[src/include/icache_macros.svh]
`ifndef ICACHE_MACROS_SVH
`define ICACHE_MACROS_SVH

// cache geometry
`define ICACHE_WAYS 2
`define ICACHE_SETS 128

// set index field, 128 sets of 32-byte blocks
`define ICACHE_INDEX_LO 5
`define ICACHE_INDEX_HI 11

// tag starts right above the index
`define ICACHE_TAG_LO 12

// word pair select inside a block
`define ICACHE_PAIR_LO 3

// one refill burst covers a whole block
`define ICACHE_BURST_LEN 8

`endif

[src/logic/icache_addr_pkg.sv]
`include "icache_macros.svh"

package icache_addr_pkg;

    // byte address, physical equals virtual
    typedef logic [31:0] addr_t;

    // address fields
    typedef logic [31-`ICACHE_TAG_LO:0] tag_t;
    typedef logic [`ICACHE_INDEX_HI-`ICACHE_INDEX_LO:0] set_idx_t;
    typedef logic [`ICACHE_INDEX_LO-`ICACHE_PAIR_LO-1:0] pair_idx_t;

    // instruction data
    typedef logic [31:0] inst_t;
    // low word sits at the lower address
    typedef logic [63:0] inst_pair_t;

    // one bit per way
    typedef logic [`ICACHE_WAYS-1:0] way_mask_t;

    // one bit per instruction slot of the pair
    typedef logic [1:0] slot_mask_t;

endpackage

[src/logic/icache_ctrl_pkg.sv]
package icache_ctrl_pkg;

    // refill sequencing
    typedef enum logic [1:0] {
        RF_IDLE,
        RF_REQ,
        RF_BEATS
    } refill_state_e;

    // one tag store entry
    typedef struct packed {
        logic                  valid;
        icache_addr_pkg::tag_t tag;
    } tag_entry_t;

endpackage

[src/logic/refill_if.sv]
interface refill_if;

    // target location
    icache_addr_pkg::set_idx_t   set_idx;
    icache_addr_pkg::pair_idx_t  pair_idx;
    icache_addr_pkg::way_mask_t  way_sel;

    // data array write
    logic                        pair_we;
    icache_addr_pkg::inst_pair_t pair_data;

    // tag array write, valid bit travels with the tag
    logic                        tag_we;
    icache_ctrl_pkg::tag_entry_t tag;

    modport ctrl (
        output set_idx, pair_idx, way_sel, pair_we, pair_data, tag_we, tag
    );

    modport tag_sink (
        input set_idx, way_sel, tag_we, tag
    );

    modport data_sink (
        input set_idx, pair_idx, way_sel, pair_we, pair_data
    );

endinterface

[src/logic/refill_beat_counter.sv]
`include "icache_macros.svh"

module refill_beat_counter (
    input  logic                        clk,
    input  logic                        rst_n,
    input  logic                        start_i,
    input  logic                        beat_i,
    input  icache_addr_pkg::inst_t      beat_data_i,
    output logic                        pair_done_o,
    output icache_addr_pkg::pair_idx_t  pair_idx_o,
    output icache_addr_pkg::inst_pair_t pair_data_o,
    output logic                        last_o
);

    // one extra bit so the count can reach the burst length
    localparam int CNT_W = $clog2(`ICACHE_BURST_LEN) + 1;

    logic [CNT_W-1:0]       cnt_q;
    icache_addr_pkg::inst_t even_q;

    always_ff @(posedge clk) begin
        if (!rst_n) begin
            cnt_q <= '0;
        end else if (start_i) begin
            cnt_q <= '0;
        end else if (beat_i) begin
            cnt_q <= cnt_q + 1'b1;
        end
    end

    // lower word of the pair waits here
    always_ff @(posedge clk) begin
        if (beat_i && !cnt_q[0]) begin
            even_q <= beat_data_i;
        end
    end

    assign pair_done_o = beat_i & cnt_q[0];
    assign pair_idx_o  = cnt_q[CNT_W-2:1];
    assign pair_data_o = {beat_data_i, even_q};
    assign last_o      = beat_i && (cnt_q == CNT_W'(`ICACHE_BURST_LEN - 1));

    a_cnt_bound: assert property (@(posedge clk) disable iff (!rst_n)
        cnt_q <= CNT_W'(`ICACHE_BURST_LEN));

endmodule

[src/logic/icache_refill_fsm.sv]
`include "icache_macros.svh"

module icache_refill_fsm (
    input  logic                        clk,
    input  logic                        rst_n,
    input  logic                        miss_i,
    input  icache_addr_pkg::addr_t      miss_addr_i,
    input  icache_addr_pkg::way_mask_t  victim_way_i,
    input  logic                        axi_resp_ready_i,
    input  logic                        axi_data_valid_i,
    input  icache_addr_pkg::inst_t      axi_data_i,
    output logic                        stall_o,
    output logic                        addr_valid_o,
    output icache_addr_pkg::addr_t      addr_o,
    output logic [3:0]                  data_len_o,
    output logic                        fill_valid_o,
    output icache_addr_pkg::inst_pair_t fill_pair_o,
    refill_if.ctrl                      refill
);

    icache_ctrl_pkg::refill_state_e state_q, state_d;

    icache_addr_pkg::addr_t      miss_addr_q;
    icache_addr_pkg::addr_t      req_addr;
    icache_addr_pkg::way_mask_t  victim_q;
    icache_addr_pkg::inst_pair_t fill_pair_q;
    logic                        fill_valid_q;
    logic                        miss_go;
    logic                        beat;
    logic                        pair_done;
    logic                        last_beat;
    icache_addr_pkg::pair_idx_t  pair_idx;
    icache_addr_pkg::inst_pair_t pair_data;

    // stale compare in the delivery cycle must not start another refill
    assign miss_go = (state_q == icache_ctrl_pkg::RF_IDLE) && miss_i && !fill_valid_q;
    assign beat    = axi_data_valid_i && (state_q == icache_ctrl_pkg::RF_BEATS);

    always_comb begin
        state_d = state_q;
        case (state_q)
            icache_ctrl_pkg::RF_IDLE: begin
                if (miss_go) begin
                    state_d = axi_resp_ready_i ? icache_ctrl_pkg::RF_BEATS
                                               : icache_ctrl_pkg::RF_REQ;
                end
            end
            icache_ctrl_pkg::RF_REQ: begin
                if (axi_resp_ready_i) begin
                    state_d = icache_ctrl_pkg::RF_BEATS;
                end
            end
            icache_ctrl_pkg::RF_BEATS: begin
                if (last_beat) begin
                    state_d = icache_ctrl_pkg::RF_IDLE;
                end
            end
            default: state_d = icache_ctrl_pkg::RF_IDLE;
        endcase
    end

    always_ff @(posedge clk) begin
        if (!rst_n) begin
            state_q      <= icache_ctrl_pkg::RF_IDLE;
            fill_valid_q <= 1'b0;
        end else begin
            state_q      <= state_d;
            fill_valid_q <= beat && last_beat;
        end
    end

    always_ff @(posedge clk) begin
        if (miss_go) begin
            miss_addr_q <= miss_addr_i;
            victim_q    <= victim_way_i;
        end
        // keep the pair the stalled fetch is waiting for
        if (pair_done && pair_idx == miss_addr_q[`ICACHE_INDEX_LO-1:`ICACHE_PAIR_LO]) begin
            fill_pair_q <= pair_data;
        end
    end

    refill_beat_counter u_beat_cnt (
        .clk         (clk),
        .rst_n       (rst_n),
        .start_i     (addr_valid_o && axi_resp_ready_i),
        .beat_i      (beat),
        .beat_data_i (axi_data_i),
        .pair_done_o (pair_done),
        .pair_idx_o  (pair_idx),
        .pair_data_o (pair_data),
        .last_o      (last_beat)
    );

    // bus request, block aligned
    assign req_addr     = (state_q == icache_ctrl_pkg::RF_IDLE) ? miss_addr_i : miss_addr_q;
    assign addr_o       = {req_addr[31:`ICACHE_INDEX_LO], {`ICACHE_INDEX_LO{1'b0}}};
    assign addr_valid_o = miss_go || (state_q == icache_ctrl_pkg::RF_REQ);
    assign data_len_o   = 4'(`ICACHE_BURST_LEN);

    assign stall_o      = (state_q != icache_ctrl_pkg::RF_IDLE) || fill_valid_q || miss_i;
    assign fill_valid_o = fill_valid_q;
    assign fill_pair_o  = fill_pair_q;

    // array writes
    assign refill.set_idx   = miss_addr_q[`ICACHE_INDEX_HI:`ICACHE_INDEX_LO];
    assign refill.pair_idx  = pair_idx;
    assign refill.way_sel   = victim_q;
    assign refill.pair_we   = pair_done;
    assign refill.pair_data = pair_data;
    assign refill.tag_we    = last_beat;
    assign refill.tag.valid = 1'b1;
    assign refill.tag.tag   = miss_addr_q[31:`ICACHE_TAG_LO];

    a_req_state: assert property (@(posedge clk) disable iff (!rst_n)
        addr_valid_o |-> (state_q == icache_ctrl_pkg::RF_REQ)
                      || (state_q == icache_ctrl_pkg::RF_IDLE && miss_i));

endmodule

[src/flat_wrapper.sv]
// flat-port wrapper written by rule: the top's interface ports become plain ports
module icache_refill_fsm_flat 
  (clk, rst_n, miss_i, miss_addr_i, victim_way_i, axi_resp_ready_i, axi_data_valid_i, axi_data_i, stall_o, addr_valid_o, addr_o, data_len_o, fill_valid_o, fill_pair_o, refill_set_idx, refill_pair_idx, refill_way_sel, refill_pair_we, refill_pair_data, refill_tag_we, refill_tag);
  refill_if refill_i ();
  input  logic clk;
  input  logic rst_n;
  input  logic miss_i;
  input  icache_addr_pkg::addr_t miss_addr_i;
  input  icache_addr_pkg::way_mask_t victim_way_i;
  input  logic axi_resp_ready_i;
  input  logic axi_data_valid_i;
  input  icache_addr_pkg::inst_t axi_data_i;
  output logic stall_o;
  output logic addr_valid_o;
  output icache_addr_pkg::addr_t addr_o;
  output logic [3:0] data_len_o;
  output logic fill_valid_o;
  output icache_addr_pkg::inst_pair_t fill_pair_o;
  output wire logic [$bits(refill_i.set_idx)-1:0] refill_set_idx;
  output wire logic [$bits(refill_i.pair_idx)-1:0] refill_pair_idx;
  output wire logic [$bits(refill_i.way_sel)-1:0] refill_way_sel;
  output wire logic [$bits(refill_i.pair_we)-1:0] refill_pair_we;
  output wire logic [$bits(refill_i.pair_data)-1:0] refill_pair_data;
  output wire logic [$bits(refill_i.tag_we)-1:0] refill_tag_we;
  output wire logic [$bits(refill_i.tag)-1:0] refill_tag;
  assign refill_set_idx = refill_i.set_idx;
  assign refill_pair_idx = refill_i.pair_idx;
  assign refill_way_sel = refill_i.way_sel;
  assign refill_pair_we = refill_i.pair_we;
  assign refill_pair_data = refill_i.pair_data;
  assign refill_tag_we = refill_i.tag_we;
  assign refill_tag = refill_i.tag;
  icache_refill_fsm u_core (.clk(clk), .rst_n(rst_n), .miss_i(miss_i), .miss_addr_i(miss_addr_i), .victim_way_i(victim_way_i), .axi_resp_ready_i(axi_resp_ready_i), .axi_data_valid_i(axi_data_valid_i), .axi_data_i(axi_data_i), .stall_o(stall_o), .addr_valid_o(addr_valid_o), .addr_o(addr_o), .data_len_o(data_len_o), .fill_valid_o(fill_valid_o), .fill_pair_o(fill_pair_o), .refill(refill_i));
endmodule
[config.mk]
export PLATFORM = sky130hd
export DESIGN_NAME = icache_refill_fsm_flat
export DESIGN_NICKNAME = d
export VERILOG_FILES = /design/src/logic/icache_addr_pkg.sv /design/src/logic/icache_ctrl_pkg.sv /design/src/logic/refill_if.sv /design/src/logic/refill_beat_counter.sv /design/src/logic/icache_refill_fsm.sv /design/src/flat_wrapper.sv
export VERILOG_INCLUDE_DIRS = /design/src /design/src/include
export SDC_FILE = /design/constraint.sdc
export NUM_CORES = 1
export LEC_CHECK = 0
export CAP_MARGIN = 0
export CELL_PAD_IN_SITES_DETAIL_PLACEMENT = 0
export CELL_PAD_IN_SITES_GLOBAL_PLACEMENT = 1
export CORE_ASPECT_RATIO = 0.7
export CORE_MARGIN = 2
export CORE_UTILIZATION = 53
export DETAILED_ROUTE_END_ITERATION = 8
export DONT_BUFFER_PORTS = 1
export PLACE_DENSITY_LB_ADDON = 0.1
export SLEW_MARGIN = 20
export SYNTH_ARGS = -nofsm -noshare
export SYNTH_HDL_FRONTEND = slang
export SYNTH_SLANG_ARGS = --single-unit
[constraint.sdc]
create_clock -name clk -period 11 [get_ports clk]
set_input_delay 0.55 -clock clk [delete_from_list [all_inputs] [get_ports clk]]
set_output_delay 0.55 -clock clk [all_outputs]
set_load 0.01 [all_outputs]
Yosys cells after proc, flatten, opt, wreduce, memory -nomap -nowiden. Index checks and enable logic that the tools add are counted.

Mux-type cells: 6. $add $sub $neg: 1. $mul: 0. Divide/modulo/power cells: 0. Bitwise logic cells: 2. Shift operators: 0. Order comparisons: 0. Equality and inequality tests: 7. Reductions and logical operators: 17.

Operators with widths (count): $mux 32 (1); $logic_and 1x1->1 (8); $mux 2 (4); $pmux 2 s3 (1); $add 4x1->4 const B (1); $eq 4x3->1 const B (1); $ne 2x1->1 const B (2); $logic_or 1x1->1 (3); $reduce_and 3->1 (1); $eq 2x1->1 const B (1); $eq 2x2->1 (1); $eq 2x2->1 const B (1); $logic_not 1->1 (2); $logic_not 2->1 (1); $ne 2x2->1 const B (1); $reduce_bool 2->1 (1); $reduce_or 2->1 (1); $and 1x1->1 (1); $not 1->1 (1).

Output and inout port bits: 201. Memory bits (read-only): 0. Input bits: 71. Memories kept: 0. Word-level logic and storage cells: 40. Latch bits: 0. Memory bits (writable): 0. Bits in registers: 137.

Longest topological paths before layout.
Depth in word-level cells: 6. Mapped depth: 4. Gate-level depth less buffers: 4.

Cells and area by module. A second synthesis with hierarchy kept.

Cells, all modules: 269. Area, all modules: 5148.7 um^2.

Modules (own cells, without submodules): icache_refill_fsm (seq. area each 2912.8 um^2, area each 3722.3 um^2, instances 1, cells an instance 182); refill_beat_counter (seq. area each 1041.0 um^2, area each 1426.4 um^2, instances 1, cells an instance 87).

Least setup slack after synthesis. No wires, ideal clock.

Path kind: input to register. From: input axi_data_valid_i. To: register u_core.fill_pair_q[0] (netlist: u_core.fill_pair_o[0]) (enable). Stages on the path: 2. Data arrival time: 6888 ps. Slack: 3467 ps. Data required time: 10356 ps. Setup time: 644 ps. Buffers on the path: 0. Cell sequence: nand3b_2 nor4_1.

Longest elaborated chain between the ends: 3.

Ends and longest elaborated chain: from (decl) (line flat_wrapper.sv:11) `input logic axi_data_valid_i;`; $logic_and 1x1->1 (line icache_refill_fsm.sv:37) `assign beat = axi_data_valid_i && (state_q == icache_ctrl_pkg::RF_BEATS);`; $and 1x1->1 (line refill_beat_counter.sv:38) `assign pair_done_o = beat_i & cnt_q[0];`; $logic_and 1x1->1 (line icache_refill_fsm.sv:78) `` if (pair_done && pair_idx == miss_addr_q[`ICACHE_INDEX_LO-1:`ICACHE_PAIR_LO]) begin ``; to (signal assigned) (line icache_refill_fsm.sv:79) `fill_pair_q <= pair_data;`; to (decl) (line icache_refill_fsm.sv:26) `icache_addr_pkg::inst_pair_t fill_pair_q;`.

Every way passes these cells. A chain may end at the register's enable or synchronous reset.

Worst setup path in the final report.
From: register u_core.state_q[1]. To: output addr_o[28].

Longest elaborated chain between the ends: 2.

Ends and longest elaborated chain: from (decl) (line icache_refill_fsm.sv:21) `icache_ctrl_pkg::refill_state_e state_q, state_d;`; from (signal assigned) (line icache_refill_fsm.sv:64) `state_q <= icache_ctrl_pkg::RF_IDLE;`; from (signal assigned) (line icache_refill_fsm.sv:67) `state_q <= state_d;`; $logic_not 2->1 (line icache_refill_fsm.sv:96) `assign req_addr = (state_q == icache_ctrl_pkg::RF_IDLE) ? miss_addr_i : miss_addr_q;`; $mux 32 (line icache_refill_fsm.sv:96); to (decl) (line flat_wrapper.sv:15) `output icache_addr_pkg::addr_t addr_o;`.

Every way passes these cells.

==> results by group <==
Yosys
  – Post-synth ARST share: 0
  – Synthesized flop and latch total: 134
  – Yosys warnings: 0
  – Adder-Cell Fraction of Synth Area: 0.00247
  – Syn Std Cell Area: about 0.0051 mm2
  – Unique cell type count in the Yosys netlist: 29
  – Mux contribution to synthesized area: 0.0620
  – Post-synthesis sequential area ratio: 0.780
  – Largest family of logic cells by synthesized area: buffers and inverters
  – Simple-Gate Fraction of Synth Area: 0.0249
  – Commonest cells in the netlist: edfxtp_1 (127), buf_4 (74), mux2_2 (27)
  – Post-Synth XOR/XNOR Area: 0.00518
  – Ys flop type: edfxtp_1
  – Top-area cell type share of the netlist area: 0.752
  – Synth Area in Compound Gates: 0.0106
  – Number of synthesized flops with an enable pin: 127
  – Top post-synthesis cells by area: edfxtp_1 (75%), buf_4 (11%), mux2_2 (6.0%)
  – Mapped Avg Cell Area: 18.5 um2
  – Most common cell in the netlist: edfxtp_1
  – Gate Count Post-Synth: 274
  – Synth area leader: edfxtp_1

STA
  – RSZ-0062 raised after global routing: no
  – Max-Slew Margin vs Limit: 0.359
  – Period Utilization, post-route: 0.225
  – Max Freq: 0.405 GHz
  – Worst hold margin: 0.208 ns
  – Clock skew: 0.0167 ns
  – Final setup TNS: 0 ns
  – Final hold violation count: 0
  – Min Tclk post-route: 2.47 ns
  – Max Slew Vio Count: 0
  – Tightest Pin Transition: 0.960 ns
  – Setup-failing EPs final: 0

Clock network
  – Clock root cell: clkbuf_16
  – Post-CTS Setup Inserts: 0
  – Register clock-pin slew on the reported worst setup and hold paths: 0.05 ns
  – Clock Sinks: 134
  – Max Root-Sink Buffers: 2
  – CTS-repair resized insts: 0
  – H-tree depth: 4
  – CTS tree: yes
  – Hold buffer count at CTS: 0
  – CTS Buf Count: 17
  – Clk_lat worst skew: 0.41 ns

Placed design
  – Dpl hpwl: between 6 and 7 mm
  – GP Congestion: 0.761
  – Cell count after placement: 335
  – Port Buf Inserts: 0

GRT
  – Largest net degree at the start of global routing: 49
  – First-pass GRT wire length: roughly 13 mm
  – Total GRT Usage: 0.175
  – Vias in the first global route: 2021
  – Gr ovfl total: 0
  – Initial antenna violation count: 0

Setup path
  – R2R Setup Slk: 8.82 ns
  – Arrival time at the worst endpoint: around 1.9 ns
  – Worst Setup Path Type: reg -> out
  – Critical Path End Type: primary output
  – R2r startpoint: u_core.state_q[1]
  – Reg-to-Reg End: u_core.fill_pair_o[4]
  – CP max FO: 27
  – Worst setup SP type: register
  – Worst reg-to-reg path cell count: 3
  – Worst path required time: between 10 and 15 ns

Finish
  – Footprint of the multi-input gates: 596 um2
  – Area delta synth->final: 4.89%
  – Layout cells sized above 1: 0.256
  – FF+latch area: 0.00395 mm2
  – Ant diodes: 0
  – Post-Layout Cell Count: around 370
  – Fill count: 671
  – Final nets: 302

Min path
  – Worst hold path type: in -> reg
  – Hold depth: 1
  – Hold EP: u_core.state_q[0]
  – Worst Hold Launch: axi_resp_ready_i

Route
  – Remaining antenna violation count after routing: 0
  – Wirelength per Cell: 24.8 um
  – DRT iter0 DRCs: between 150 and 200
  – # DRC: 0
  – Via count: 2004
  – Vias per Instance: roughly 5.5
  – DRT Pass-1 Iters: 4
  – Total Routed Length: 9.07 mm

Power
  – Final Power: 1.17 mW
  – P per Cell Area: about 220 mW/mm2
  – Leak Pwr: ~1.7 nW
  – Worst vdd rail ir drop: 131 uV

Die
  – Initial core utilization: 0.552
  – Chip height: 85.8 um
  – Die area: 0.0104 mm2
  – Die width: 121 um
  – Core Box Area: 0.00918 mm2
  – I/O pin count: 272
  – Rows: 29

Job
  – Max Cap Violations: 0

Run status
  – Status: complete, no violations
state kept, by name (all words and copies together), names as in the netlist:
| name | count |
|---|---|
| u_core.fill_pair_o | 64 |
| u_core.u_beat_cnt.even_q | 32 |
| u_core.miss_addr_q | 29 |
| u_core.u_beat_cnt.cnt_q | 4 |
| u_core.refill.way_sel | 2 |
| u_core.state_q | 2 |
| u_core.fill_valid_o | 1 |
through the flow:
| stage | instance area, um2 | utilization | worst slack [ns] |
|---|---|---|---|
| final | 5320 | 0.579 | 8.53 |
| after detailed placement | 4740 | 0.516 | 8.57 |
| after CTS | 5310 | 0.579 | 8.12 |
| after global routing | 5320 | 0.579 | 8.40 |
| after floorplan | 5100 | - | 3.47 |
| after global placement | 4740 | 0.516 | 8.66 |
critical path, cell delays in order (launching register included):
cell,delay [ns]
dfxtp_1,0.43
nor2_4,0.61
mux2_2,0.46
cell type report:
class,instances,area share
Tap cell,124,0.0292
Multi-Input combinational cell,69,0.112
Inverter,5,0.00353
Clock inverter,11,0.0252
Clock buffer,20,0.0821
Timing Repair Buffer,3,0.00424
Sequential cell,134,0.744
logic make-up (layout without fill, tap and decap cells):
logic type / Yosys count / in the layout
mux: 28 / 28
flops: 134 / 134
compound gates: 7 / 7
xor+xnor: 3 / 3
other cells: 2 / 10
buf+inv: 79 / 39
simple gates: 20 / 20
fa+ha+maj: 1 / 1
cells in the final DEF, fill, tap and decap left out, types with 2 or more instances in the layout:
cell type,instances
edfxtp_1,127
xor2_1,2
clkinv_2,2
bufinv_16,3
nor4_1,2
mux2_2,27
dfxtp_1,7
buf_4,3
clkbuf_1,3
conb_1,10
nand2_1,2
clkinvlp_4,3
a211oi_1,2
nor3_1,2
clkbuf_16,17
nor2_4,2
clkinv_1,3
nor2_1,3
inv_1,5
routing by layer:
metal / GRT usage / routed length [um]
met3: 0.115 / 1170
met1: 0.179 / 3180
met4: 0.0877 / 194
met5: 0 / 0
met2: 0.278 / 4530
worst max-delay path by stage:
stage          slack, ns                    end              start  cells after the start
6_report            8.53             addr_o[28]  u_core.state_q[1]                      2
5_1_grt             8.40             addr_o[31]  u_core.state_q[1]                      2
4_1_cts             8.12             addr_o[28]  u_core.state_q[1]                      2
3_5_place_dp        8.57             addr_o[28]  u_core.state_q[1]                      2
3_3_place_gp        8.66             addr_o[28]  u_core.state_q[1]                      2
2_1_floorplan       3.47  u_core.fill_pair_o[0]   axi_data_valid_i                      2
power breakdown:
| part | total [mW] | leakage (nW) | switching, mW | internal, mW |
|---|---|---|---|---|
| clock network | 0.545 | 0.268 | 0.194 | 0.351 |
| registers | 0.589 | 1.22 | 0.0147 | 0.574 |
| logic | 0.0404 | 0.257 | 0.0252 | 0.0152 |
(Power assumes the default switching activity.)
